File: src/hdl/dsp_pkg.sv
// Long loads pick r0 to r3 from bits 5:4 and pointer modify reads pointer 3:2 and mode 1:0
package dsp_pkg;

    localparam int data_w      = 16;
    localparam int addr_w      = 8;
    localparam int reg_idx_w   = 3;
    localparam int short_imm_w = 9;

    // T field codes with the low bit ignored for goto and short loads
    localparam logic [4:0] t_goto  = 5'b00000;
    localparam logic [4:0] t_short = 5'b00010;
    localparam logic [4:0] t_long  = 5'b01010;
    localparam logic [4:0] t_pmod  = 5'b01111;

    // Register file indices above the pointers
    localparam logic [reg_idx_w-1:0] reg_j  = 3'd4;
    localparam logic [reg_idx_w-1:0] reg_k  = 3'd5;
    localparam logic [reg_idx_w-1:0] reg_rb = 3'd6;
    localparam logic [reg_idx_w-1:0] reg_re = 3'd7;

    // Pointer post-modify modes
    localparam logic [1:0] mod_none = 2'd0;
    localparam logic [1:0] mod_inc  = 2'd1;
    localparam logic [1:0] mod_dec  = 2'd2;
    localparam logic [1:0] mod_incj = 2'd3;

    // APB byte addresses
    localparam logic [11:0] apb_ctrl_addr = 12'h400;
    localparam logic [11:0] apb_stat_addr = 12'h404;
    localparam logic [11:0] apb_reg_base  = 12'h420;

    // One instruction word in its two layouts
    typedef union packed {
        struct packed {
            logic [3:0]  t;
            logic [11:0] ja;            // Absolute target
        } jump_view;
        struct packed {
            logic [4:0]             t;
            logic [1:0]             rsel;   // j, k, rb, re
            logic [short_imm_w-1:0] imm;
        } short_view;
    } instr_u;

endpackage

File: src/hdl/prog_ram.sv
// Reading the address being written in the same cycle returns the old word
`timescale 1ns/1ps

module prog_ram (
    input  logic                       clk,
    input  logic                       wr_en,
    input  logic [dsp_pkg::addr_w-1:0] wr_addr,
    input  logic [dsp_pkg::data_w-1:0] wr_data,
    input  logic [dsp_pkg::addr_w-1:0] fetch_addr,
    output logic [dsp_pkg::data_w-1:0] rom_dout
);
    import dsp_pkg::*;

    logic [data_w-1:0] mem [0:2**addr_w-1];

    // Host write port and fetch read port on the same clock
    always_ff @(posedge clk) begin
        if (wr_en) begin
            mem[wr_addr] <= wr_data;
        end
        rom_dout <= mem[fetch_addr];    // One cycle fetch latency
    end

endmodule

File: config.mk
export PLATFORM = sky130hd
export DESIGN_NAME = prog_ram
export DESIGN_NICKNAME = d
export VERILOG_FILES = /design/src/hdl/dsp_pkg.sv /design/src/hdl/prog_ram.sv
export SDC_FILE = /design/constraint.sdc
export NUM_CORES = 2
export LEC_CHECK = 0
export BUFFER_PORTS_ARGS = -buffer_cell sky130_fd_sc_hd__buf_2
export CORE_MARGIN = 4
export CORE_UTILIZATION = 57
export DETAILED_ROUTE_END_ITERATION = 10
export PLACE_DENSITY = 0.81
export SYNTH_ARGS = -nofsm -noshare
export SYNTH_HDL_FRONTEND = slang
export SYNTH_SLANG_ARGS = --single-unit
File: constraint.sdc
create_clock -name clk -period 2.3 [get_ports clk]
set_input_delay 0.345 -clock clk [delete_from_list [all_inputs] [get_ports clk]]
set_output_delay 0.345 -clock clk [all_outputs]
set_load 0.005 [all_outputs]
After elaboration in Yosys (flattened, before gate mapping). Memories as Yosys holds them, arrays and structs flattened. A register that Yosys moved wholly into a read port is not among the register bits. Cells that the tools add are included.

Mux-type cells: 2.

Operator list (number): $mux W1 (2).

Memory bits (writable): 4096. Memories kept: 1. Bits in registers: 0. Output and inout port bits: 16. Logic and storage cells: 3.

Memories: mem (depth 256, width 16, rd ports 1, clocked after Yosys merged registers in 1, wr ports 1, RTL line prog_ram.sv:14) `logic [data_w-1:0] mem [0:2**addr_w-1];`.

Depth between registers and ports, before layout.
Depth in word-level cells: 2. Mapped depth: 12.

Worst setup path after synthesis. No wires, ideal clock.

Kind: input to register. From: input wr_addr[3] (netlist bit). To: memory mem[235][0] (enable). Stages on the path: 6. Required time: 1912 ps. Arrival time: 2122 ps. Path buffers: 3. Library setup time: 388 ps. Path slack: -210 ps. Path through: clkbuf_1 -> nor2b_1 -> clkbuf_1 -> nand4_1 -> clkbuf_1 -> nor2_1.

RTL lines: start, declared (RTL line prog_ram.sv:7) `input logic [dsp_pkg::addr_w-1:0] wr_addr,`; end, declared (RTL line prog_ram.sv:14).

No word-level cell before the write port.

==> metrics.cfg <==
[floorplanning]
die_h_um = 536
initial_core_util_pct = 57.4
io_pins = 50
num_rows = 193
dieArea_um2 = 287000
core_area_um2 = 277000
die_w_um = 536

[global_routing]
gr-usage-met2_pct = 50.7
antenna_found_initial = 20
overflow = 0
grt_pass1_vias = 88447
grt_util_met3_pct = 8.74
gr-max-usage-layer = met2
use_met1_pct = 41.4
grt_use_total_pct = 32.4
grt_pass1_wl_mm = 661
grt_max_degree = 113

[place]
pre_cts_ws_ns = -1.52
placed_cells = 11771
portBuffers = 49
place_congestion = 0.921
dp_hpwl_mm = 269

[hold_path]
min_path_type = in -> reg

[timing]
tightest_slew_ns = 1.06
hold_viol = 0
fmax_ghz = 0.372
layout_setup_ws_ns = -0.386
slew_violations = 0
fin_worst_skew_ns = 0.0649
setup_viol = 16
rsz0062_at_grt = yes
min_period_over_period_pct = 117
slew-limit-headroom_pct = 28.6
layout_min_cycle_time_ns = 2.69

[detailed_routing]
avgViaCountPerCell = 6.99
drtIter0Drc = 15171
wl_mm = 466
antenna_left = 0
dr.pass1.iters = 7
wl_per_cell_um = 37.2
vias = 87492
drc = 0

[worst_setup_path]
cp_data_arrival_time_ns = 3.47
critical_path_class = reg -> reg
worstPathRequired_ns = 3.08
critPathMaxFanout = 1
startpoint_type = flop
endpoint_kind = flop

[pwr]
peakVddDrop_mv = 0.757
seqPwrFrac_pct = 52.5
p_comb_share_pct = 6.0
power_mw = 157
p_leak_nw = 61.2
p_sw_share_pct = 21.9
p_per_area_nw_per_um2 = 839
p_int_mw = 123
clkPwrFrac_pct = 41.5
p_sw_mw = 34.5

[clocking]
cts_sinks = 4112
numCtsBuffers = 390
postCtsSetupBuffers = 0
clk_latency_ns = 0.93
cts_root_buffer = clkbuf_16
cts_max_path_buffers = 4
clk_pin_slew_ns = 0.07
htreeDepth = 5
cts_tree = done

[logic_synthesis]
syn_inst = 7360
synth_edf_count = 4096
synth_top_area_share_pct = 77.5
yosys.area.top_type = edfxtp_1
synth-seq-cells = 4112
synth-main-ff-cell = edfxtp_1
synthArstFlopShare_pct = 0
synth_cell_types = 52
synth.avg_cell_area_um2 = 21.6
netlist_top_cells_area = edfxtp_1 (77%), mux4_2 (11%), mux2i_1 (3.6%)
ys_warn_count = 0
synth_nets = 7394
syn-cell-area_um2 = 159000
yosysSeqAreaShare_pct = 77.7

[finish]
drive_above_1_share_pct = 31.0
syn_to_final_growth_pct = 18.3
final_cells = 12508
fin_util_pct = 67.8
nNetsFinal = 8505

[run]
maxCapViolations = 0

[status]
violations = setup timing
status = complete, but fails checks

area by class of cell:
| type | count | area, µm² |
|---|---|---|
| clock inverters | 248 | 2680 |
| flip-flops and latches | 4112 | 123000 |
| repair buffers | 1171 | 13500 |
| well taps | 3705 | 4640 |
| multi-input cells | 2792 | 33500 |
| inverters | 4 | 27.5 |
| fillers | 15619 | 89000 |
| diodes | 16 | 40.0 |
| clock buffers | 460 | 10100 |
cells in the mapped netlist, drive strengths merged (4+ instances only):
library cell	number
and3	11
a22oi	43
inv	4
nor2	304
a211oi	18
nand3	35
dfxtp	16
o21ai	38
a31oi	6
o22ai	148
nor4	18
nor2b	9
or2	5
clkbuf	230
o221ai	253
mux4	797
a21oi	175
edfxtp	4096
o32ai	21
a221oi	28
mux2i	565
mux2	88
o31ai	16
nor3	92
a22o	32
nand2	38
buf	222
nand4	26
a2111oi	6
routing by layer:
| layer | routed length [µm] | part of all wire, % |
|---|---|---|
| met5 | 54 | 0.012 |
| met4 | 32600 | 7.0 |
| met3 | 63000 | 14 |
| met2 | 222000 | 48 |
| met1 | 148000 | 32 |
worst max-delay path: stages, from the launching register on:
cell,delay [ns]
edfxtp_1,0.43
mux4_2,0.59
mux4_2,0.57
a22o_4,0.33
o32ai_4,0.37
buf_6,0.19
nor4_2,0.05
repair_timing:
action                                  CTS  global route
resized for setup                       101            35
endpoints found under the setup margin   16            16
cloned                                    0             1
endpoints found under the hold margin   626             0
hold buffers                             16             0
pin swaps                                23            15
cells in the final DEF, fill, tap and decap left out, types with 10 or more instances in the layout:
cell type      instances
mux2_2                84
nand4_1               26
clkinv_2              75
nor3_1                89
buf_4                735
inv_6                 10
nor2_1               303
clkinvlp_4            15
clkbuf_16            392
and3_1                11
dlygate4sd3_1         16
o221ai_1             252
buf_8                 18
mux2i_1              565
o31ai_1               10
a22oi_1               37
a221oi_2              11
nor4_2                15
edfxtp_1            4096
buf_12               360
nand3_1               27
buf_6                 11
o21ai_0               36
clkinv_1              80
a211oi_1              18
a21oi_1              175
clkbuf_1              61
o22ai_1              146
a221oi_1              15
bufinv_16             46
dfxtp_1               16
mux4_2               797
a22o_4                17
buf_2                 29
nand2_1               27
diode_2               16
a22o_1                12
nand2_2               11
kinds of logic (layout without fill, tap and decap cells):
logic type             Yosys count  after routing  share of synthesized area [%]
muxes                         1450           1450                           15.5
and+or+nand+nor                556            556                           1.57
DFF                           4112           4112                           77.7
other                            0             16                              0
AOI/OAI and AO/OA              786            786                           3.54
buffers and inverters          456           1883                           1.69
power by group through the flow:
stage	clock network (mW)	logic, mW	registers (mW)
floorplan	0	4.08	84.3
global placement	0	8.43	84.3
detailed placement	0	8.69	84.3
CTS	65.4	9.07	82.7
global route	68.9	9.61	82.7
finish	65.3	9.42	82.8
worst paths after layout:
kind	slack (ns)	endpoint	depth (start not counted)	start
min	0.23	mem[155][0]$_DFFE_PP_	3	wr_addr[1]
min reg2reg	1.12	rom_dout[13]$_DFF_P_	6	mem[208][13]$_DFFE_PP_
max reg2reg	-0.39	rom_dout[4]$_DFF_P_	6	mem[27][4]$_DFFE_PP_
max	-0.39	rom_dout[4]$_DFF_P_	6	mem[27][4]$_DFFE_PP_
metrics by stage:
stage / hold WS, ns / area (µm²) / setup TNS, ns
finish: 0.232 / 188000 / -2.72
global placement: 0.739 / 174000 / -15.58
CTS: 0.157 / 188000 / -2.05
global route: 0.220 / 188000 / -2.80
detailed placement: 0.737 / 174000 / -16.38
floorplan: 0.444 / 159000 / -414.56
state kept, by name, summed over array words and instances, names as in the netlist:
register  count
mem        4096
rom_dout     16
Power figures use the tool's default switching activity.
