`config.mk`:
```
export PLATFORM = sky130hd
export DESIGN_NAME = prog_apb_port
export DESIGN_NICKNAME = d
export VERILOG_FILES = /design/src/hdl/dsp_pkg.sv /design/src/hdl/prog_apb_port.sv
export SDC_FILE = /design/constraint.sdc
export NUM_CORES = 1
export LEC_CHECK = 0
export BUFFER_PORTS_ARGS = -buffer_cell sky130_fd_sc_hd__buf_2
export CAP_MARGIN = 40
export CORE_ASPECT_RATIO = 1.25
export CORE_UTILIZATION = 30
export DETAILED_ROUTE_END_ITERATION = 12
export PLACE_DENSITY = 0.79
export SLEW_MARGIN = 20
export SYNTH_ARGS = -nofsm -noshare
export SYNTH_HDL_FRONTEND = slang
export SYNTH_SLANG_ARGS = --single-unit
```
`constraint.sdc`:
```
create_clock -name clk -period 1.8 [get_ports clk]
set_input_delay 0.18 -clock clk [delete_from_list [all_inputs] [get_ports clk]]
set_output_delay 0.18 -clock clk [all_outputs]
set_load 0.05 [all_outputs]
```
`src/hdl/dsp_pkg.sv`:
```
// Long loads pick r0 to r3 from bits 5:4 and pointer modify reads pointer 3:2 and mode 1:0
package dsp_pkg;

    localparam int data_w      = 16;
    localparam int addr_w      = 8;
    localparam int reg_idx_w   = 3;
    localparam int short_imm_w = 9;

    // T field codes with the low bit ignored for goto and short loads
    localparam logic [4:0] t_goto  = 5'b00000;
    localparam logic [4:0] t_short = 5'b00010;
    localparam logic [4:0] t_long  = 5'b01010;
    localparam logic [4:0] t_pmod  = 5'b01111;

    // Register file indices above the pointers
    localparam logic [reg_idx_w-1:0] reg_j  = 3'd4;
    localparam logic [reg_idx_w-1:0] reg_k  = 3'd5;
    localparam logic [reg_idx_w-1:0] reg_rb = 3'd6;
    localparam logic [reg_idx_w-1:0] reg_re = 3'd7;

    // Pointer post-modify modes
    localparam logic [1:0] mod_none = 2'd0;
    localparam logic [1:0] mod_inc  = 2'd1;
    localparam logic [1:0] mod_dec  = 2'd2;
    localparam logic [1:0] mod_incj = 2'd3;

    // APB byte addresses
    localparam logic [11:0] apb_ctrl_addr = 12'h400;
    localparam logic [11:0] apb_stat_addr = 12'h404;
    localparam logic [11:0] apb_reg_base  = 12'h420;

    // One instruction word in its two layouts
    typedef union packed {
        struct packed {
            logic [3:0]  t;
            logic [11:0] ja;            // Absolute target
        } jump_view;
        struct packed {
            logic [4:0]             t;
            logic [1:0]             rsel;   // j, k, rb, re
            logic [short_imm_w-1:0] imm;
        } short_view;
    } instr_u;

endpackage

```
`src/hdl/prog_apb_port.sv`:
```
// Zero wait state APB3 slave where program words are write-only and refused while busy
`timescale 1ns/1ps

module prog_apb_port (
    input  logic                          clk,
    input  logic                          rst,
    input  logic                          psel,
    input  logic                          penable,
    input  logic                          pwrite,
    input  logic [11:0]                   paddr,
    input  logic [dsp_pkg::data_w-1:0]    pwdata,
    output logic [dsp_pkg::data_w-1:0]    prdata,
    output logic                          pready,
    output logic                          pslverr,
    output logic                          wr_en,
    output logic [dsp_pkg::addr_w-1:0]    wr_addr,
    output logic [dsp_pkg::data_w-1:0]    wr_data,
    output logic                          start,
    input  logic                          busy,
    input  logic                          fault,
    input  logic [dsp_pkg::addr_w-1:0]    pc,
    output logic [dsp_pkg::reg_idx_w-1:0] reg_idx,
    input  logic [dsp_pkg::data_w-1:0]    rd_data
);
    import dsp_pkg::*;

    logic access;
    logic aligned;
    logic is_prog;
    logic is_ctrl;
    logic is_stat;
    logic is_reg;
    logic mapped;

    assign access  = psel & penable;
    assign aligned = (paddr[1:0] == 2'b00);

    // Address map
    assign is_prog = aligned && (paddr < apb_ctrl_addr);
    assign is_ctrl = (paddr == apb_ctrl_addr);
    assign is_stat = (paddr == apb_stat_addr);
    assign is_reg  = aligned &&
                     (paddr[11:reg_idx_w+2] == apb_reg_base[11:reg_idx_w+2]);
    assign mapped  = is_prog | is_ctrl | is_stat | is_reg;

    assign reg_idx = paddr[reg_idx_w+1:2];  // Word index inside the register window
    assign pready  = 1'b1;

    assign pslverr = access && (!mapped || (pwrite && is_prog && busy));

    // Read mux
    always_comb begin
        prdata = '0;
        if (is_stat) begin
            prdata = {pc, {(data_w-addr_w-2){1'b0}}, fault, busy};
        end else if (is_reg) begin
            prdata = rd_data;
        end
    end

    // Memory write and start go out one cycle after the access phase
    always_ff @(posedge clk or posedge rst) begin
        if (rst) begin
            wr_en <= 1'b0;
            start <= 1'b0;
        end else begin
            wr_en <= access & pwrite & is_prog & ~busy;
            start <= access & pwrite & is_ctrl & pwdata[0];
        end
    end

    always_ff @(posedge clk) begin
        wr_addr <= paddr[addr_w+1:2];
        wr_data <= pwdata;
    end

endmodule

```
### Word level (Yosys, flattened, before mapping)

Index checks and enable logic that the tools add are counted.

* $lt $le $gt $ge: 1
* eq/ne operators: 3
* multiplexer cells: 2
* bitwise operators: 10
* reduce and logical (&&, ||, !) cells: 8

Operator list (count)
* 16-bit 2-to-1 mux: 2
* 12-bit by 11-bit == test with 1-bit output (second input constant): 2
* 12-bit by 11-bit < comparator with 1-bit output (second input constant): 1
* 7-bit by 6-bit == test with 1-bit output (second input constant): 1
* 1-bit bitwise AND: 6
* 1-bit logical AND: 5
* 1-bit OR: 3
* 2-bit logical NOT: 1
* 1-bit logical NOT: 1
* 1-bit logical OR: 1
* 1-bit inverter: 1

* register bits: 26
* input bits: 59
* output and inout port bits: 47
* logic and storage cells: 28

### Logic depth before layout (Yosys ltp)

* word-level depth: 8
* mapped depth: 4
* gate-level depth less buffers: 3

### Worst setup path after synthesis

OpenSTA, ideal clock, no wires.

* path kind: input -> output
* start: in paddr[5]
* end: out prdata[0] (netlist name)
* arrival: 1.515 ns
* data required time: 1.620 ns
* path slack: 0.105 ns
* cell stages on the path: 4
* buffers on the path: 1
* cells stage by stage: buf_6 nor4b_4 a22oi_1 nor2_1

* cells in the longest elaborated chain, start to end: 4
* elaborated cells between the ends (all ways): 5
* those cells by class: eq/ne: 2; mux: 2; reduce/logical: 1

RTL lines
* from (decl): line prog_apb_port.sv:10 `input logic [11:0] paddr,`
* 7-bit by 6-bit == test with 1-bit output: line prog_apb_port.sv:43 `(paddr[11:reg_idx_w+2] == apb_reg_base[11:reg_idx_w+2]);`
* 1-bit logical AND: line prog_apb_port.sv:42 `assign is_reg = aligned &&`
* 16-bit 2-to-1 mux: line prog_apb_port.sv:56 `end else if (is_reg) begin`
* 16-bit 2-to-1 mux *: line prog_apb_port.sv:54 `if (is_stat) begin`
* to (decl): line prog_apb_port.sv:12 `output logic [dsp_pkg::data_w-1:0] prdata,`

Mark *: on every way between the ends. The rest lies on a longest branch, timed or not.

### Final worst setup path

* start: in paddr[9]
* end: out prdata[10] (netlist name)

Same word-level chain as after synthesis.

==> results.toml <==
[route]
viasPerCell = 4.59
dr.pass1.iters = 4
drc_errors = 0
ant_nets = 0
vias = 1087
wirelength_um = 3110
drt_iter0_drc = 10
wire_per_inst_um = 13.1

[sta]
drv_slew = 0
rsz0062_at_grt = "no"
hold_violations = 0
fmax_mhz = 582
timing.setup.tns_ps = 0
worst_hold_slack_ps = 37.2
layout_setup_ws_ps = 82.4
fin_crit_sh_pct = 95.4
finalCriticalPeriod_ps = 1720
finalSetupViolations = 0

[pwr]
clkPwrFrac_pct = 20.3
p_comb_share_pct = 26.6
cellLeakagePower_uw = 0.000891
p_int_uw = 806
p_sw_uw = 346
seqPwrFrac_pct = 53.1
p_sw_share_pct = 30.0
ir_drop_uv = 527
p_per_area_nw_per_um2 = 685

[clocking]
post_cts_buffers = 0
clk_pin_slew_ps = 110
clock-root-buffer = "clkbuf_4"
clockBufferDepth = 2
cts.htree.levels = 1
cts.sink_count = 26
cts_tree = "done"
cts_inserted_buffers = 3

[critical_path]
cp_top_family = "buffers and inverters"
worstPathRequired_ps = 1620
critPathLaunchType = "input pin"
path_max_fanout = 6
worst-path-buf-inv = 3
end_kind = "output port"
critical_path_class = "in -> out"
worstPathArrival_ps = 1540
path_cells = "dlygate4sd3_1 > nand4b_1 > buf_2 > nor2_1 > clkbuf_4"
cpPeakStageDelay_ps = 560
crit_path_top_delay_cell = "dlygate4sd3_1"

[placement]
dp_cells = 211
io_buffers = 104
gp_congestion = 0.702
dp_hpwl_um = 2040
pre_cts_ws_ps = 307

[global_routing]
grt_use_total_pct = 18.7
antenna_found_initial = 0
grt_pass1_wl_um = 4200
overflow = 0
grt_pass1_vias = 946
use_met1_pct = 20.0
met3_usage_pct = 7.54
grtUsageMet2_pct = 33.0
grt.busiest_layer = "met2"
grt_max_degree = 20

[finish]
syn2layout_area_growth_pct = 95.6
drive_gt1_share_pct = 55.7
nets = 263
antenna_cells = 0
fin_cells = 237

[die]
die_x_um = 49.9
fp.dieH_um = 61.8
dieArea_um2 = 3080
num_rows = 21
io_pins = 106
start_util_pct = 31.8
core_um2 = 2710

[logic_synthesis]
synth-seq-area-share_pct = 61.7
syn_nets = 136
avgSynthCellArea_um2 = 11.2
netlist_instances = 77
ys_warn_count = 0
synth.cell_area_um2 = 860
ys_ff_latch = 26
yosysUniqueCellTypes = 24

[min_path]
worstHoldPathType = "in -> reg"

[job]
max-cap-violations = 0

[run_status]
outcome = "finished, final reports clean"
[cell type report]
cell class                 count  area, um2
multi-input combinational     43        277
inverter                       1       3.75
tap                           34       42.5
clock buffer                   4       26.3
timing repair buffer         129        802
sequential                    26        531
fill                         208       1020
[cells in the mapped netlist]
cell type	n	area share, %
o21ai_0	1	0.58
conb_1	1	0.44
nor3_1	1	0.58
nand2_1	1	0.44
nand3b_1	1	0.87
a21oi_1	2	1.2
nor2_1	12	5.2
o21a_1	1	0.87
nor4b_1	1	1.0
buf_2	1	0.58
nand3_1	1	0.58
and3_1	6	4.4
inv_1	1	0.44
buf_4	4	3.5
and4b_1	1	1.2
nor4b_4	1	2.8
nand4b_1	1	1.0
buf_1	1	0.44
nor4_2	1	1.5
buf_6	1	1.3
a22oi_1	10	8.7
nor4_1	1	0.73
dfxtp_1	24	56
dfrtp_1	2	5.8
[routing by layer]
layer	share of wire (%)	wire length [um]
met5	0	0
met4	1.2	37
met3	12	378
met2	47	1480
met1	39	1220
[registers in the layout (all words and copies together), names as in the netlist]
register / cells
wr_data: 16
wr_addr: 8
start: 1
wr_en: 1
[path summary, 6_finish.rpt]
| path | from | to | slack, ps | cells after the start |
|---|---|---|---|---|
| setup / recovery | paddr[9] | prdata[10] | 80 | 5 |
| hold / removal | paddr[4] | wr_addr[2] | 40 | 1 |
| max in group asynchronous | rst | wr_en | 1420 | 3 |
| min in group asynchronous | rst | start | 270 | 3 |
[metrics by stage]
stage / instance area, um2 / total power [uW] / utilization (%)
detailed placement: 1400 / 887 / 51.5
floorplan: 860 / 787 / -
finish: 1680 / 1150 / 62.1
global route: 1680 / 1200 / 62.1
global placement: 1400 / 882 / 51.5
CTS: 1630 / 1160 / 60.3
[logic make-up (layout without fill, tap and decap cells)]
family | Yosys count | in the layout | synth area share (%)
simple gates | 28 | 28 | 20.2
flops | 26 | 26 | 61.7
buf+inv | 8 | 134 | 6.26
compound gates | 14 | 14 | 11.4
other cells | 1 | 1 | 0.436
[what timing repair did]
item                                    CTS  global route
endpoints found under the setup margin    0            17
hold buffers                             21             1
endpoints found under the hold margin    22             1
gates resized for setup                   0            21
[power groups by stage]
stage	clock [uW]	sequential, uW	combinational (uW)
5_1_grt	266	614	322
6_report	234	612	306
3_3_place_gp	0	622	260
4_1_cts	245	611	300
3_5_place_dp	0	624	264
2_1_floorplan	0	727	60.6
[layout by cell type, fill, tap and decap left out, types with 2 or more instances in the layout]
cell type	synthesis	routed
buf_2	1	93
dfxtp_1	24	24
dlygate4sd3_1	0	22
nor2_1	12	12
a22oi_1	10	10
clkbuf_4	0	8
and3_1	6	6
buf_4	4	6
buf_6	1	3
a21oi_1	2	2
dfrtp_1	2	2
Power figures use the tool's default switching activity.
