### src/hdl/dsp_pkg.sv
// Long loads pick r0 to r3 from bits 5:4 and pointer modify reads pointer 3:2 and mode 1:0
package dsp_pkg;

    localparam int data_w      = 16;
    localparam int addr_w      = 8;
    localparam int reg_idx_w   = 3;
    localparam int short_imm_w = 9;

    // T field codes with the low bit ignored for goto and short loads
    localparam logic [4:0] t_goto  = 5'b00000;
    localparam logic [4:0] t_short = 5'b00010;
    localparam logic [4:0] t_long  = 5'b01010;
    localparam logic [4:0] t_pmod  = 5'b01111;

    // Register file indices above the pointers
    localparam logic [reg_idx_w-1:0] reg_j  = 3'd4;
    localparam logic [reg_idx_w-1:0] reg_k  = 3'd5;
    localparam logic [reg_idx_w-1:0] reg_rb = 3'd6;
    localparam logic [reg_idx_w-1:0] reg_re = 3'd7;

    // Pointer post-modify modes
    localparam logic [1:0] mod_none = 2'd0;
    localparam logic [1:0] mod_inc  = 2'd1;
    localparam logic [1:0] mod_dec  = 2'd2;
    localparam logic [1:0] mod_incj = 2'd3;

    // APB byte addresses
    localparam logic [11:0] apb_ctrl_addr = 12'h400;
    localparam logic [11:0] apb_stat_addr = 12'h404;
    localparam logic [11:0] apb_reg_base  = 12'h420;

    // One instruction word in its two layouts
    typedef union packed {
        struct packed {
            logic [3:0]  t;
            logic [11:0] ja;            // Absolute target
        } jump_view;
        struct packed {
            logic [4:0]             t;
            logic [1:0]             rsel;   // j, k, rb, re
            logic [short_imm_w-1:0] imm;
        } short_view;
    } instr_u;

endpackage

### src/hdl/pc_unit.sv
// The counter wraps at 255 and a run only ends on a decoder fault or a restart
`timescale 1ns/1ps

module pc_unit (
    input  logic                       clk,
    input  logic                       rst,
    input  logic                       start,
    input  logic                       goto_ja,
    input  logic [dsp_pkg::addr_w-1:0] i_field,
    input  logic                       double,
    input  logic                       fault,
    output logic [dsp_pkg::addr_w-1:0] fetch_addr,
    output logic                       busy,
    output logic [dsp_pkg::addr_w-1:0] pc
);
    logic running;

    // A goto strobe always sits in its own shadow slot, so redirect the fetch right away
    assign fetch_addr = (goto_ja && double) ? i_field : pc;
    assign busy       = running & ~fault;

    always_ff @(posedge clk or posedge rst) begin
        if (rst) begin
            running <= 1'b0;
            pc      <= '0;
        end else if (start) begin
            running <= 1'b1;
            pc      <= '0;
        end else if (fault) begin
            running <= 1'b0;    // Counter freezes where the fault hit
        end else if (running) begin
            pc <= fetch_addr + 1'b1;
        end
    end

endmodule

### config.mk
export PLATFORM = sky130hd
export DESIGN_NAME = pc_unit
export DESIGN_NICKNAME = d
export VERILOG_FILES = /design/src/hdl/dsp_pkg.sv /design/src/hdl/pc_unit.sv
export SDC_FILE = /design/constraint.sdc
export NUM_CORES = 1
export LEC_CHECK = 0
export BUFFER_PORTS_ARGS = -buffer_cell sky130_fd_sc_hd__buf_2
export CORE_UTILIZATION = 44
export CTS_CLUSTER_SIZE = 28
export DETAILED_ROUTE_END_ITERATION = 8
export GPL_ROUTABILITY_DRIVEN = 0
export GPL_TIMING_DRIVEN = 0
export PLACE_DENSITY_LB_ADDON = 0.05
export SLEW_MARGIN = 20
export SYNTH_ARGS = -nofsm -noshare
export SYNTH_HDL_FRONTEND = slang
export SYNTH_SLANG_ARGS = --single-unit
### constraint.sdc
create_clock -name clk -period 1.6 [get_ports clk]
set_input_delay 0.32 -clock clk [delete_from_list [all_inputs] [get_ports clk]]
set_output_delay 0.32 -clock clk [all_outputs]
set_load 0.01 [all_outputs]
# [Word level (Yosys, flattened, before mapping)]
# Cells that the tools add are included.
[op_classes] n_addsub=1 multipliers=0 div_mod_pow=0 magnitude_cmp=0 n_eq_ne=1 shift=0 n_mux=6 bitwise=2 n_reduce_logical=4
[ops] operator="8-bit two-way mux" n=4
[ops] operator="8-bit by 1-bit adder with 8-bit output (second input constant)" n=1
[ops] operator="2-bit nonzero test" n=2
[ops] operator="1-bit two-way mux" n=2
[ops] operator="2-bit != test (second input constant)" n=1
[ops] operator="2-bit AND reduction" n=1
[ops] operator="1-bit AND" n=1
[ops] operator="1-bit logical AND" n=1
[ops] operator="1-bit NOT" n=1
[totals] reg_bits=9 latch_bits=0 mem_bits_rw=0 rom_bits=0 inputBits=14 output_inout_bits=17 elab_cells=16 memories=0

# [Longest topological paths before layout]
[logic_depth] ltp_word=6 mapped_depth=7

# [Worst setup path before layout]
# No wires, ideal clock.
[synth_timing] path_kind="input -> register" startpoint="input port goto_ja" endpoint="register pc[5] (netlist name)" setup_ns=0.128 arrival_time_ns=1.237 required_time_ns=1.472 path_slack_ns=0.235 path_stages=5 cell_sequence="nand2_4 > a31oi_2 > or3_4 > o211ai_2 > nand3_1"
[synth_between] elab_chain_len=6
[synth_lines] item="start: declaration" line_no="pc_unit.sv:8" rtl="input logic goto_ja,"
[synth_lines] item="1-bit logical AND" line_no="pc_unit.sv:19" rtl="assign fetch_addr = (goto_ja && double) ? i_field : pc;"
[synth_lines] item="8-bit two-way mux" line_no="pc_unit.sv:19"
[synth_lines] item="8-bit by 1-bit adder with 8-bit output" line_no="pc_unit.sv:32" rtl="pc <= fetch_addr + 1'b1;"
[synth_lines] item="8-bit two-way mux" line_no="pc_unit.sv:31" rtl="end else if (running) begin"
[synth_lines] item="8-bit two-way mux" line_no="pc_unit.sv:29" rtl="end else if (fault) begin"
[synth_lines] item="8-bit two-way mux" line_no="pc_unit.sv:26" rtl="end else if (start) begin"
[synth_lines] item="end signal: assignment" line_no="pc_unit.sv:32"
[synth_lines] item="end: declaration" line_no="pc_unit.sv:14" rtl="output logic [dsp_pkg::addr_w-1:0] pc"
# Every way passes these cells. The select of a mux whose other input is x is not followed.
# A chain may end at the register's enable or synchronous reset.

# [Worst setup path after layout]
[layout_timing] startpoint="input port goto_ja" endpoint="output port fetch_addr[3] (netlist name)"
[layout_between] elab_chain_len=2
[layout_lines] item="1-bit logical AND" line_no="pc_unit.sv:19"
[layout_lines] item="8-bit two-way mux" line_no="pc_unit.sv:19"
[layout_lines] item="end: declaration" line_no="pc_unit.sv:12" rtl="output logic [dsp_pkg::addr_w-1:0] fetch_addr,"
# Every way passes these cells.

==> summary.txt <==
Synth
  – Synthesized net count: 85
  – Count of cell types in the netlist: 30
  – Cells after Synth: about 70
  – Post-Syn Area: between 600 and 700 um^2
  – Warnings from Yosys: 0
  – Sequential-to-total area share from yosys stat: 35.50%
  – FF+latch count, synth: 9
  – Mean area per synthesized cell: ~8.9 um^2

Final layout
  – Most common cell after layout, fill and taps aside: buf_2
  – Layout Cells excl Fill: 120
  – Layout fillers: 130
  – Antenna cells: 0
  – Layout Nets: 120
  – Register area: 225.2 um^2
  – Share of layout cells above drive strength 1: 43.81%
  – Most frequent cells in the layout: 31 x buf_2, 9 x dfrtp_1, 7 x inv_1, 5 x nand2_1, 5 x nor2_1
  – Area of the multi-input gates: roughly 370 um^2
  – Layout area overhead: 31.56%

Clock tree
  – Worst-path clk slew: around 0.07 ns
  – CTS root buf: clkbuf_4
  – Clock buffer count from CTS: 3
  – H-tree depth: 1
  – Post-CTS Resized: 1
  – Post CTS Setup Buffer Count: 0
  – CTS Sinks: 9
  – Clk buf depth: 2
  – CTS tree: built
  – Hold Buf Count CTS: 0
  – Clk Latency, worst-skew pair: 0.26 ns

Routing
  – WL final: ~1500 um
  – DRT Pass-1 Iters: 4
  – DR vias/cell: 5.308
  – Wire per inst: between 10 and 15 um
  – Drt first-iter violations: 11
  – Vias: roughly 640
  – Routed Antenna Nets: 0
  – Post-route DRC: 0

Timing
  – Final hold violations: 0
  – Min Tclk post-route: 1.640 ns
  – Setup violators final: 1
  – Final Slew Violations: 0
  – Slew @ Worst Pin: around 0.49 ns
  – WHS: 0.009652 ns
  – Relative slew slack: about 67%
  – Setup Skew: between 0.004 and 0.005 ns
  – Final worst slack: -0.03960 ns
  – Crit share post-route: 102.5%
  – RSZ-0062 raised after global routing: yes
  – Fmax: between 0.6 and 0.7 GHz

Power
  – PnR Total Power: between 500 and 600 uW
  – Peak VDD IR: 0.3906 mV
  – Power density cells: 711.7 nW/um^2
  – Leakage: about 0.00047 uW

Global route
  – First-pass GRT wire length: about 2200 um
  – Antenna violations before repair: 0
  – Grt total ovfl: 0
  – Total global routing track utilization: approximately a fifth
  – Vias in the first global route: around 510
  – Largest net degree at the start of global routing: 11

Floorplan
  – Die H: 39.97 um
  – Starting Density: between 40% and 50%
  – # rows: 13
  – Core region area: approximately 1300 um^2
  – IO Count: 31
  – Full die area: 1598 um^2
  – Die width: roughly 40 um

Status
  – Failing checks: negative setup slack
  – Status: finished, violations left

Place
  – Input/output buffers: 30
  – DP HPWL: 1097 um
  – Placed cells: 116

Hold path
  – Hold Path Class: input pin to asynchronous set/reset pin

Flow run
  – Max-Cap Viols: 0

Worst setup path
  – Critical path fanouts, max: 10
  – Nature of the critical path endpoint: output pin
  – CP Data Required Time: roughly 1.3 ns
  – Crit Path Class: input pin to output pin
  – CP Data Arrival Time: 1.32 ns
  – Setup crit start kind: input pin
[power breakdown]
| part | internal [uW] | switching (uW) |
|---|---|---|
| clock | 96.1 | 83.3 |
| sequential | 240 | 10.5 |
| combinational | 69.7 | 94.1 |
| total | 406 | 188 |
[path summary, 6_finish.rpt]
kind	start	endpoint	slack, ns	cells after the start
worst min register to register	pc[3]	pc[3]	0.55	2
worst max register to register	pc[3]	pc[6]	0.19	4
worst max-delay path	goto_ja	fetch_addr[3]	-0.04	5
max in group asynchronous	rst	pc[5]	1.33	2
worst min-delay path	rst	running	0.01	2
min in group clk	i_field[5]	pc[5]	0.44	4
[logic make-up after synthesis]
kind of cell / synth area share [%]
AOI/OAI and AO/OA: 12.23
xor gates and xnor gates: 2.762
buffers and inverters: 6.113
DFF: 35.50
muxes: 13.61
and+or+nand+nor: 29.78
[synthesized netlist by cell type]
| master | n | area [um^2] |
|---|---|---|
| inv_1 | 7 | 26.28 |
| clkbuf_1 | 1 | 3.750 |
| nor4_2 | 1 | 12.51 |
| o21ai_0 | 2 | 10.01 |
| clkinv_1 | 1 | 3.750 |
| xnor2_1 | 2 | 17.52 |
| o211ai_1 | 1 | 7.510 |
| nor3_1 | 3 | 15.01 |
| a31oi_2 | 1 | 12.51 |
| o211ai_2 | 1 | 12.51 |
| nor3b_1 | 1 | 7.510 |
| or3_1 | 1 | 6.260 |
| dfrtp_1 | 9 | 225.2 |
| a21oi_1 | 2 | 10.01 |
| or3_4 | 1 | 11.26 |
| nand2_1 | 5 | 18.77 |
| nand4_1 | 1 | 6.260 |
| nand2_4 | 1 | 11.26 |
| nand2b_1 | 3 | 18.77 |
| nor2_1 | 5 | 18.77 |
| buf_2 | 1 | 5.000 |
| and4_2 | 2 | 20.02 |
| mux2_2 | 2 | 22.52 |
| nand3b_1 | 3 | 22.52 |
| a211oi_1 | 1 | 7.510 |
| a31oi_1 | 2 | 12.51 |
| nand3_1 | 4 | 20.02 |
| o21ai_1 | 1 | 5.000 |
| mux2i_2 | 1 | 13.76 |
| mux2i_1 | 5 | 50.05 |
[registers in the layout, summed over array words and instances, names as in the netlist]
signal,cells
pc,8
running,1
[routing by layer]
| layer | part of all wire [%] | global-route usage, % | wire length, um | vias up |
|---|---|---|---|---|
| li1 | - | - | - | 319 |
| met1 | 45 | 25.87 | 669 | 291 |
| met2 | 48 | 35.08 | 715 | 25 |
| met3 | 5.7 | 3.333 | 84 | 2 |
| met4 | 0.81 | 10.34 | 12 | 0 |
| met5 | 0 | 0 | 0 | - |
[per-stage QoR]
stage	util, %	area (um^2)	setup TNS (ns)	worst slack, ns
final	63.34	834.6	-0.03960	-0.03960
after floorplan	-	634.4	0	0.2351
after CTS	63.06	830.8	0	0.01231
after global routing	63.34	834.6	-0.07944	-0.03818
after detailed placement	60.97	803.3	-0.08135	-0.04449
after global placement	60.97	803.3	-0.01844	-0.01412
[critical path, cell delays in order]
cell	delay, ns
buf_2	0.13
nand2_4	0.17
mux2i_1	0.48
inv_1	0.07
buf_2	0.15
[final cells by class]
cell class | count | share of cell area [%]
buffer | 2 | 1.049
clock buffer | 4 | 3.148
timing repair buffer | 30 | 17.99
multi-input combinational | 52 | 44.83
tap | 15 | 2.249
sequential | 9 | 26.99
inverter | 8 | 3.748
Note: power is estimated with default switching activity, not from simulation.
