<file path="config.mk">
export PLATFORM = sky130hd
export DESIGN_NAME = yaau_regs
export DESIGN_NICKNAME = d
export VERILOG_FILES = /design/src/hdl/dsp_pkg.sv /design/src/hdl/yaau_regs.sv
export SDC_FILE = /design/constraint.sdc
export NUM_CORES = 1
export LEC_CHECK = 0
export BUFFER_PORTS_ARGS = -buffer_cell sky130_fd_sc_hd__buf_2
export CORE_MARGIN = 4
export CORE_UTILIZATION = 55
export CTS_BUF_LIST = sky130_fd_sc_hd__clkbuf_8 sky130_fd_sc_hd__clkbuf_16
export DETAILED_ROUTE_END_ITERATION = 12
export HOLD_SLACK_MARGIN = 0.15
export PLACE_DENSITY_LB_ADDON = 0.3
export SLEW_MARGIN = 20
export SYNTH_ARGS = -nofsm -noshare
export SYNTH_HDL_FRONTEND = slang
export SYNTH_SLANG_ARGS = --single-unit
</file>
<file path="constraint.sdc">
create_clock -name clk -period 3.9 [get_ports clk]
set_clock_uncertainty 0.15 [all_clocks]
set_input_delay 0.195 -clock clk [delete_from_list [all_inputs] [get_ports clk]]
set_output_delay 0.195 -clock clk [all_outputs]
set_load 0.03 [all_outputs]
</file>
<file path="src/hdl/dsp_pkg.sv">
// Long loads pick r0 to r3 from bits 5:4 and pointer modify reads pointer 3:2 and mode 1:0
package dsp_pkg;

    localparam int data_w      = 16;
    localparam int addr_w      = 8;
    localparam int reg_idx_w   = 3;
    localparam int short_imm_w = 9;

    // T field codes with the low bit ignored for goto and short loads
    localparam logic [4:0] t_goto  = 5'b00000;
    localparam logic [4:0] t_short = 5'b00010;
    localparam logic [4:0] t_long  = 5'b01010;
    localparam logic [4:0] t_pmod  = 5'b01111;

    // Register file indices above the pointers
    localparam logic [reg_idx_w-1:0] reg_j  = 3'd4;
    localparam logic [reg_idx_w-1:0] reg_k  = 3'd5;
    localparam logic [reg_idx_w-1:0] reg_rb = 3'd6;
    localparam logic [reg_idx_w-1:0] reg_re = 3'd7;

    // Pointer post-modify modes
    localparam logic [1:0] mod_none = 2'd0;
    localparam logic [1:0] mod_inc  = 2'd1;
    localparam logic [1:0] mod_dec  = 2'd2;
    localparam logic [1:0] mod_incj = 2'd3;

    // APB byte addresses
    localparam logic [11:0] apb_ctrl_addr = 12'h400;
    localparam logic [11:0] apb_stat_addr = 12'h404;
    localparam logic [11:0] apb_reg_base  = 12'h420;

    // One instruction word in its two layouts
    typedef union packed {
        struct packed {
            logic [3:0]  t;
            logic [11:0] ja;            // Absolute target
        } jump_view;
        struct packed {
            logic [4:0]             t;
            logic [1:0]             rsel;   // j, k, rb, re
            logic [short_imm_w-1:0] imm;
        } short_view;
    } instr_u;

endpackage

</file>
<file path="src/hdl/yaau_regs.sv">
// All registers reset to zero and the r3 wrap applies on ++ and ++j only when re is non-zero
`timescale 1ns/1ps

module yaau_regs (
    input  logic                            clk,
    input  logic                            rst,
    input  logic                            short_load,
    input  logic                            long_load,
    input  logic                            pmod_en,
    input  logic [1:0]                      mod_sel,
    input  logic [dsp_pkg::reg_idx_w-1:0]   r_field,
    input  logic [dsp_pkg::short_imm_w-1:0] short_imm,
    input  logic [dsp_pkg::data_w-1:0]      long_imm,
    input  logic [dsp_pkg::reg_idx_w-1:0]   reg_idx,
    output logic [dsp_pkg::data_w-1:0]      rd_data
);
    import dsp_pkg::*;

    logic [data_w-1:0] regs [0:2**reg_idx_w-1];    // r0-r3 then j, k, rb, re
    logic [1:0]        ptr_idx;
    logic [data_w-1:0] ptr;
    logic [data_w-1:0] step;
    logic [data_w-1:0] ptr_next;
    logic              wrap;

    assign ptr_idx = r_field[1:0];
    assign ptr     = regs[{1'b0, ptr_idx}];

    always_comb begin
        case (mod_sel)
            mod_none: step = '0;
            mod_inc:  step = {{(data_w-1){1'b0}}, 1'b1};
            mod_dec:  step = '1;                // Minus one
            mod_incj: step = regs[reg_j];
            default:  step = '0;
        endcase
        // Circular buffer on r3 checked before the step
        wrap = (ptr_idx == 2'd3) &&
               ((mod_sel == mod_inc) || (mod_sel == mod_incj)) &&
               (ptr == regs[reg_re]) && (regs[reg_re] != '0);
        ptr_next = wrap ? regs[reg_rb] : ptr + step;
    end

    always_ff @(posedge clk or posedge rst) begin
        if (rst) begin
            for (int i = 0; i < 2**reg_idx_w; i++) begin
                regs[i] <= '0;
            end
        end else if (short_load) begin
            regs[r_field] <= {{(data_w-short_imm_w){1'b0}}, short_imm};
        end else if (long_load) begin
            regs[r_field] <= long_imm;
        end else if (pmod_en) begin
            regs[{1'b0, ptr_idx}] <= ptr_next;
        end
    end

    assign rd_data = regs[reg_idx];     // Host reads at any time

endmodule

</file>
======== Yosys cells after proc, flatten, opt, wreduce, memory -nomap -nowiden ========
Cells that the tools add are included.
word-level totals
  register bits after elaboration ......... 128
  latch bits .............................. 0
  RAM bits ................................ 0
  ROM bits ................................ 0
  logic and storage cells ................. 49
  memories ................................ 0
cells by class
  add/sub/neg operators ................... 1
  $mul .................................... 0
  div/mod/pow operators ................... 0
  magnitude comparators ................... 5
  equal/unequal tests ..................... 5
  shift-type cells ........................ 0
  muxes and demuxes ....................... 18
  bitwise operators ....................... 3
  reductions and logical operators ........ 9
operator list
  operator            number
  $bwmux 128          3
  $mux 128            3
  $mux 16             7
  $bmux 16 s3         2
  $demux 16 s3        2
  $pmux 16 s4         1
  $add 16x16->16      1
  $eq 16x16->1        1
  $reduce_bool 16->1  1
  $ge 4x4->1 const B  3
  $lt 4x1->1 const B  2
  $not 3->4           2
  $eq 2x2->1 const B  3
  $logic_and 1x1->1   5
  $not 2->4           1
  $reduce_bool 3->1   1
  $eq 2x1->1 const B  1
  $logic_not 2->1     1
  $logic_or 1x1->1    1

======== Longest topological paths before layout ========
Gate-level depths: netlist of the first run.
  depth after elaboration ................. 12
  mapped depth ............................ 13
  depth with buffers taken out ............ 12

======== Least setup slack after synthesis of the first run ========
No wires, ideal clock.
  path kind ............................... input to register
  start point ............................. input port r_field[0] (netlist bit)
  end point ............................... register regs[104] (netlist bit)
  setup time .............................. 125 ps
  arrival ................................. 3409 ps
  data required time ...................... 3625 ps
  setup slack ............................. 217 ps
  stages on the path ...................... 12
  path buffers ............................ 2
  cells stage by stage .................... buf_6 > buf_6 > mux4_2 > ha_1 > fa_1 > a211oi_1 > o21bai_1 > a2111oi_0 > nor3_1 > xnor2_1 > a311o_1 > mux2_2
on the way
  longest elaborated chain between the ends .. 12
RTL lines
  what                                                                     RTL line         RTL
  from (decl)                                                              yaau_regs.sv:11  input logic [dsp_pkg::reg_idx_w-1:0] r_field,
  parallel branches: the longest is 11 deep, another holds $add 16x16->16  --
  $mux 128 (*)                                                             yaau_regs.sv:49  end else if (short_load) begin
  to (signal, indexed assignment)                                          yaau_regs.sv:50  regs[r_field] <= {{(data_w-short_imm_w){1'b0}}, short_imm};
  to (signal, indexed assignment)                                          yaau_regs.sv:52  regs[r_field] <= long_imm;
  to (signal, indexed assignment)                                          yaau_regs.sv:54  regs[{1'b0, ptr_idx}] <= ptr_next;
  to (decl)                                                                yaau_regs.sv:19  logic [data_w-1:0] regs [0:2**reg_idx_w-1];
Mark *: on every way between the ends. The select of a mux whose other input is x is not followed.
A chain may end at the register's enable or synchronous reset.

======== Worst setup path in the final report of the first run ========
  start point ............................. register regs[64] (netlist bit)
  end point ............................... register regs[72] (netlist bit)
on the way
  longest elaborated chain between the ends .. 11
RTL lines
  what                                                                    RTL line         RTL
  $bmux 16 s3 (*)                                                         yaau_regs.sv:27  assign ptr = regs[{1'b0, ptr_idx}];
  $mux 16 (implied by the code) (*) (2 in a row)                          yaau_regs.sv:27
  parallel branches: the longest is 3 deep, another holds $add 16x16->16  --
  $mux 16 (*)                                                             yaau_regs.sv:41  ptr_next = wrap ? regs[reg_rb] : ptr + step;
  $bwmux 128 (*)                                                          yaau_regs.sv:54
  $mux 128 (*)                                                            yaau_regs.sv:53  end else if (pmod_en) begin
  $mux 128 (*)                                                            yaau_regs.sv:51  end else if (long_load) begin
  $mux 128 (*)                                                            yaau_regs.sv:49
Marks and branches as above.

==> results_dict.tcl, run 1 <==
set metrics [dict create \
    largest_registers "regs: 128 flops" \
    worstSkewPairLatency_ns 0.42 \
    rsz0062_at_grt "no" \
    worstPathMaxFanout 4 \
    cp_cell_sequence "mux4_2 -> ha_1 -> fa_2 -> a211oi_2 -> o21bai_1 -> a2111oi_2 -> nor3_1 -> xnor2_1 -> a311o_1 -> mux2_2" \
    cts_made_buffers 17 \
    cts_root_buf "clkbuf_16" \
    regMostFlops "regs" \
    final_core_util 0.657 \
    synth-seq-cells 128 \
    crit_buf_inv 0 \
    crit_required_ns 4.06 \
    comb_power_share 0.335 \
    grt_pass1_wl_um 39800 \
    detail-route-antenna-nets 0 \
    die_h_um 127 \
    synth_edf_count 0 \
    slew_headroom 0.336 \
    ios 54 \
    overflow 0 \
    setup_violations 0 \
    grt_max_degree 74 \
    top_layer "met4" \
    seq_area_frac_synth 0.412 \
    clk_pin_slew_ns 0.06 \
    htreeDepth 4 \
    slowest_delay_ns 0.53 \
    wl_met3_um 2060 \
    cts_buffer_depth 2 \
    p_per_area_nw_per_um2 551 \
    grt_antenna_before_repair 0 \
    p_switching_w 0.00181 \
    fillers 1071 \
    cts.sinks 128 \
    routed_via_density 6.88 \
    worst_pin_slew_ns 0.996 \
    wl_um 25700 \
    largest_reg_flops 128 \
    drt-pass1-iter-count 5 \
    hold_viol 0 \
    maxSlewViolCount 0 \
    p_sw_frac 0.359 \
    ys_warn_count 0 \
    fin_crit_sh 0.965 \
    pwr-share-clk 0.301 \
    cp-end-kind "flop" \
    m1WireLength_um 9700 \
    synthToLayoutAreaGrowth_pct 17.2 \
    synth.avg_cell_area_um2 10.3 \
    crit_arrival_ns 3.92 \
    synthesis.area_um2 7780 \
    fmax_ghz 0.266 \
    synth_nets 813 \
    wl_met2_um 12400 \
    num_antenna_cells 0 \
    start_util 0.561 \
    timing.setup.tns_ns 0 \
    drt_iter0_drc 927 \
    io_buffers 53 \
    cap_violations 0 \
    finalNetCount 892 \
    num_rows 43 \
    status "complete, no violations" \
    ir_drop_uv 498 \
    core-area_um2 13900 \
    min_period_ns 3.76 \
    wl_per_cell_um 24.9 \
    async_flop_share 1.00 \
    pwr-share-seq 0.364 \
    grt_pass1_vias 7154 \
    hold_path.class "primary input to flop" \
    fin_cells 1031 \
    setup.worst_path.start_class "flop" \
    die_area_um2 16100 \
    crit_path_top_delay_cell "mux4_2" \
    ys.flop_type "dfrtp_1" \
    critPathKind "flop to flop" \
    fp.dieW_um 127 \
    hpwl_um 17600 \
    p_int_w 0.00322 \
    vias 7098 \
    postCtsSetupBuffers 0 \
    cts_tree "built" \
    gp_congestion 0.947 \
    synth_cells 759 \
    placedCellCount 972 \
    cp_top_family "compound AO/OA/AOI/OAI gates" \
    route.detailed.drc 0 \
    drive_above_1_share 0.233 \
    track_usage 0.325 \
    layout_commonest_cell "dfrtp_1" \
    p_leak_nw 3.95 \
    synth_cell_types 54 \
    layout_common_cells "dfrtp_1, nand2_1, nor2_1, o21ai_0, buf_2" \
]
## layout make-up
class / instances / area, um2 / area share
Multi-Input combinational cell: 574 / 4350 / 0.477
Sequential cell: 128 / 3200 / 0.351
Timing Repair Buffer: 105 / 736 / 0.0807
Clock buffer: 18 / 439 / 0.0481
Tap cell: 180 / 225 / 0.0247
Clock inverter: 14 / 119 / 0.0130
Inverter: 12 / 47.5 / 0.00521
## metal layers
metal  up-vias  track usage
li1       3026            -
met1      3518        0.397
met2       454        0.539
met3       100       0.0699
met4         0        0.181
met5         -            0
## power groups by stage
| stage | Clock [W] | Combinational [W] | Sequential [W] |
|---|---|---|---|
| finish | 0.00151 | 0.00169 | 0.00183 |
| floorplan | 0 | 0.00118 | 0.00176 |
| global placement | 0 | 0.00157 | 0.00182 |
| detailed placement | 0 | 0.00161 | 0.00184 |
| CTS | 0.00152 | 0.00165 | 0.00182 |
| global route | 0.00158 | 0.00181 | 0.00186 |
## worst reg2reg max path, stage by stage (launching register included)
cell and delay, ns:
dfrtp_1 0.39, mux4_2 0.53, ha_1 0.26, fa_2 0.44
a211oi_2 0.31, o21bai_1 0.16, a2111oi_2 0.42, nor3_1 0.13
xnor2_1 0.16, a311o_1 0.41, mux2_2 0.30
## metrics by stage
step                area, um2  power, W  setup WS (ns)  hold WS (ns)
finish                   9120   0.00503          0.136         0.167
global route             9120   0.00525         0.0850         0.179
CTS                      9110   0.00498         0.0863         0.154
detailed placement       8280   0.00344        0.00853         0.209
global placement         8280   0.00338          0.119         0.193
floorplan                7780   0.00293          0.142         0.178
## logic make-up after synthesis
| logic type | after synthesis | share of synthesized area |
|---|---|---|
| AO/OA/AOI/OAI | 226 | 0.194 |
| buffers and inverters | 57 | 0.0314 |
| XOR/XNOR | 21 | 0.0236 |
| adder cells (fa/ha/maj) | 16 | 0.0267 |
| multiplexers | 77 | 0.181 |
| AND/OR/NAND/NOR | 234 | 0.131 |
| flip-flops | 128 | 0.412 |
## worst paths after layout
| check | from | end | slack, ns | depth (start not counted) |
|---|---|---|---|---|
| max | regs[64]$_DFFE_PP0P_ | regs[72]$_DFFE_PP0P_ | 0.14 | 10 |
| min | long_imm[4] | regs[20]$_DFFE_PP0P_ | 0.17 | 3 |
| max reg2reg | regs[64]$_DFFE_PP0P_ | regs[72]$_DFFE_PP0P_ | 0.14 | 10 |
| min reg2reg | regs[36]$_DFFE_PP0P_ | regs[36]$_DFFE_PP0P_ | 0.33 | 2 |
| max in group asynchronous | rst | regs[117]$_DFFE_PP0P_ | 2.47 | 4 |
| min in group asynchronous | rst | regs[60]$_DFFE_PP0P_ | 0.28 | 3 |
## synth_stat cells (all sizes together) (5+ instances only)
library cell | number | area [um2]
buf | 12 | 75.1
clkbuf | 33 | 124
o221ai | 6 | 52.6
a21oi | 28 | 140
a32oi | 5 | 43.8
nand4 | 7 | 43.8
nand3 | 9 | 45.0
a21o | 7 | 52.6
mux2 | 25 | 289
xnor2 | 12 | 105
nor3 | 9 | 45.0
inv | 12 | 45.0
mux4 | 48 | 1080
or2 | 7 | 43.8
a22o | 24 | 210
xor2 | 9 | 78.8
nand2b | 5 | 31.3
o21ai | 68 | 340
nor4 | 8 | 62.6
nand2 | 95 | 359
a22oi | 14 | 105
ha | 15 | 188
dfrtp | 128 | 3200
a31oi | 21 | 131
o21a | 19 | 143
nor2 | 82 | 308
## what timing repair did
item                                   CTS  global route
endpoints found under the hold margin  134             0
gates resized for setup                  1             4
hold buffers                            27             0
setup endpoints to repair                1             4
gates cloned                             0             0
pin swaps                                0             1
Note: power is estimated with default switching activity, not from simulation.
==> inputs of run 2 (changes only) <==
--- a/config.mk
+++ b/config.mk
@@ -6,6 +6,7 @@
 export NUM_CORES = 1
 export LEC_CHECK = 0
 export BUFFER_PORTS_ARGS = -buffer_cell sky130_fd_sc_hd__buf_2
+export CORE_ASPECT_RATIO = 1.25
 export CORE_MARGIN = 4
 export CORE_UTILIZATION = 55
 export CTS_BUF_LIST = sky130_fd_sc_hd__clkbuf_8 sky130_fd_sc_hd__clkbuf_16
==> results_dict.tcl, run 2 (synthesis gave the netlist of run 1 again) <==
set metrics [dict create \
    wl_um 25900 \
    layout_commonest_cell "dfrtp_1" \
    multi_input_area_um2 4360 \
    p_int_w 0.00338 \
    track_usage 0.331 \
    placed_area_um2 8260 \
    crit_path_top_delay_cell "a2111oi_0" \
    fmax_ghz 0.274 \
    overflow 0 \
    drive_above_1_share 0.231 \
    vias 6993 \
    slew_headroom 0.282 \
    final_core_util 0.663 \
    die_area_um2 16100 \
    status "complete, no violations" \
    worstSkewPairLatency_ns 0.43 \
    cp_cell_sequence "mux4_2 -> ha_1 -> a21o_1 -> a31oi_1 -> o2111ai_1 -> a2111oi_0 -> a2111oi_2 -> buf_4 -> a32oi_1 -> o21ai_0" \
    drt_iter0_drc 685 \
    crit_required_ns 4.04 \
    hold_viol 0 \
    fin_crit_sh 0.937 \
    crit_arrival_ns 3.80 \
    use_met1 0.401 \
    hpwl_um 18200 \
    num_antenna_cells 0 \
    hold-path-endpoint "regs[24]$_DFFE_PP0P_" \
    cts.sinks 128 \
    hold_path.class "primary input to flop" \
    grt_pass1_vias 7120 \
    clk_pin_slew_ns 0.06 \
    reg2reg_to "regs[111]$_DFFE_PP0P_" \
    placedCellCount 966 \
    met3_usage 0.0640 \
    pwr-share-clk 0.319 \
    cts_tree "built" \
    core-area_um2 13800 \
    largest_registers "regs: 128 flops" \
    grt_max_degree 78 \
    htreeDepth 4 \
    p_sw_frac 0.345 \
    r2r_cells 10 \
    setup.worst_path.start_class "flop" \
    crit_buf_inv 1 \
    wl_per_cell_um 25.3 \
    finalNetCount 890 \
    largest_reg_flops 128 \
    cts_buffer_depth 2 \
    pwr-share-seq 0.356 \
    r2r_slack_ns 0.25 \
    detail-route-antenna-nets 0 \
    slowest_delay_ns 0.59 \
    cp_top_family "compound AO/OA/AOI/OAI gates" \
    grt_util_met2 0.522 \
    hold_path_depth 3 \
    layout_common_cells "dfrtp_1, nand2_1, nor2_1, o21ai_0, buf_2" \
    cts_root_buf "clkbuf_16" \
    start_util 0.563 \
    worst_pin_slew_ns 1.08 \
    regMostFlops "regs" \
    grt_antenna_before_repair 0 \
    synthToLayoutAreaGrowth_pct 17.7 \
    cp-end-kind "flop" \
    io_buffers 53 \
    grt_pass1_wl_um 40000 \
    r2r_start "regs[70]$_DFFE_PP0P_" \
    fin_cells 1024 \
    timing.setup.tns_ns 0 \
    comb_power_share 0.325 \
    setup_violations 0 \
    register_area_um2 3200 \
    p_per_area_nw_per_um2 565 \
    grt_busiest_layer "met2" \
    critPathKind "flop to flop" \
    fin_area_um2 9160 \
    p_leak_nw 3.98 \
    gp_congestion 0.946 \
    min_period_ns 3.65 \
    drt-pass1-iter-count 6 \
    routed_via_density 6.83 \
    postCtsSetupBuffers 0 \
    totalPowerFinal_w 0.00517 \
    route.detailed.drc 0 \
    die_h_um 141 \
    fillers 1072 \
    cts_made_buffers 17 \
    min_from "short_imm[8]" \
    ios 54 \
    p_switching_w 0.00179 \
    ir_drop_uv 332 \
    worstPathMaxFanout 6 \
    cap_violations 0 \
    rsz0062_at_grt "no" \
    fp.dieW_um 114 \
    num_rows 48 \
    maxSlewViolCount 0 \
]
## run 2: cell types whose count changed in the layout (fill, tap and decap cells not counted), sizes merged
| cell | previous run | this run |
|---|---|---|
| clkinvlp | 4 | 3 |
| dlygate4sd3 | 27 | 26 |
| clkbuf | 18 | 20 |
| bufinv | 1 | 3 |
| inv | 14 | 15 |
| clkinv | 7 | 3 |
| buf | 78 | 77 |
## run 2: cell type report
| cell class | count | area share |
|---|---|---|
| multi-input cells | 574 | 0.476 |
| flip-flops and latches | 128 | 0.350 |
| repair buffers | 103 | 0.0784 |
| clock buffers | 20 | 0.0510 |
| well taps | 175 | 0.0239 |
| clock inverters | 12 | 0.0156 |
| inverters | 12 | 0.00519 |
## run 2: how the worst max path moves through the flow
stage / from / endpoint / slack [ns] / cells after the start
CTS: regs[80]$_DFFE_PP0P_ / regs[120]$_DFFE_PP0P_ / 0.09 / 10
global placement: r_field[0] / regs[111]$_DFFE_PP0P_ / 0.04 / 13
global route: regs[70]$_DFFE_PP0P_ / regs[111]$_DFFE_PP0P_ / 0.005 / 10
detailed placement: r_field[0] / regs[111]$_DFFE_PP0P_ / -0.04 / 12
finish: regs[70]$_DFFE_PP0P_ / regs[111]$_DFFE_PP0P_ / 0.25 / 10
floorplan: rst / regs[0]$_DFFE_PP0P_ / 0.14 / 1
## run 2: routing by layer
metal	wire (um)	share of wire	vias up
met2	12600	0.49	423
met5	0	0	-
li1	-	-	3018
met3	1720	0.066	110
met1	9690	0.37	3442
met4	1940	0.075	0
## run 2: worst reg2reg max path, stage by stage (launching register included)
cell and delay (ns):
dfrtp_1 0.42, mux4_2 0.53, ha_1 0.39, a21o_1 0.25, a31oi_1 0.24, o2111ai_1 0.22
a2111oi_0 0.59, a2111oi_2 0.10, buf_4 0.17, a32oi_1 0.29, o21ai_0 0.17
## run 2: metrics by stage
stage | hold WS, ns | setup WS [ns]
after floorplan | 0.178 | 0.142
after global placement | 0.304 | 0.0385
after detailed placement | 0.320 | -0.0402
after CTS | 0.161 | 0.0885
after global routing | 0.156 | 0.00466
final | 0.174 | 0.246
## run 2: power by group through the flow
stage               Sequential, W  Clock, W  Combinational (W)
finish                    0.00184   0.00165            0.00168
global route              0.00187   0.00173            0.00181
CTS                       0.00183   0.00166            0.00164
detailed placement        0.00185         0            0.00160
global placement          0.00182         0            0.00156
floorplan                 0.00176         0            0.00118
## run 2: what timing repair did
action,CTS,global route
endpoints found under the hold margin,152,0
setup endpoints to repair,0,11
hold buffers,26,0
resized for setup,0,6
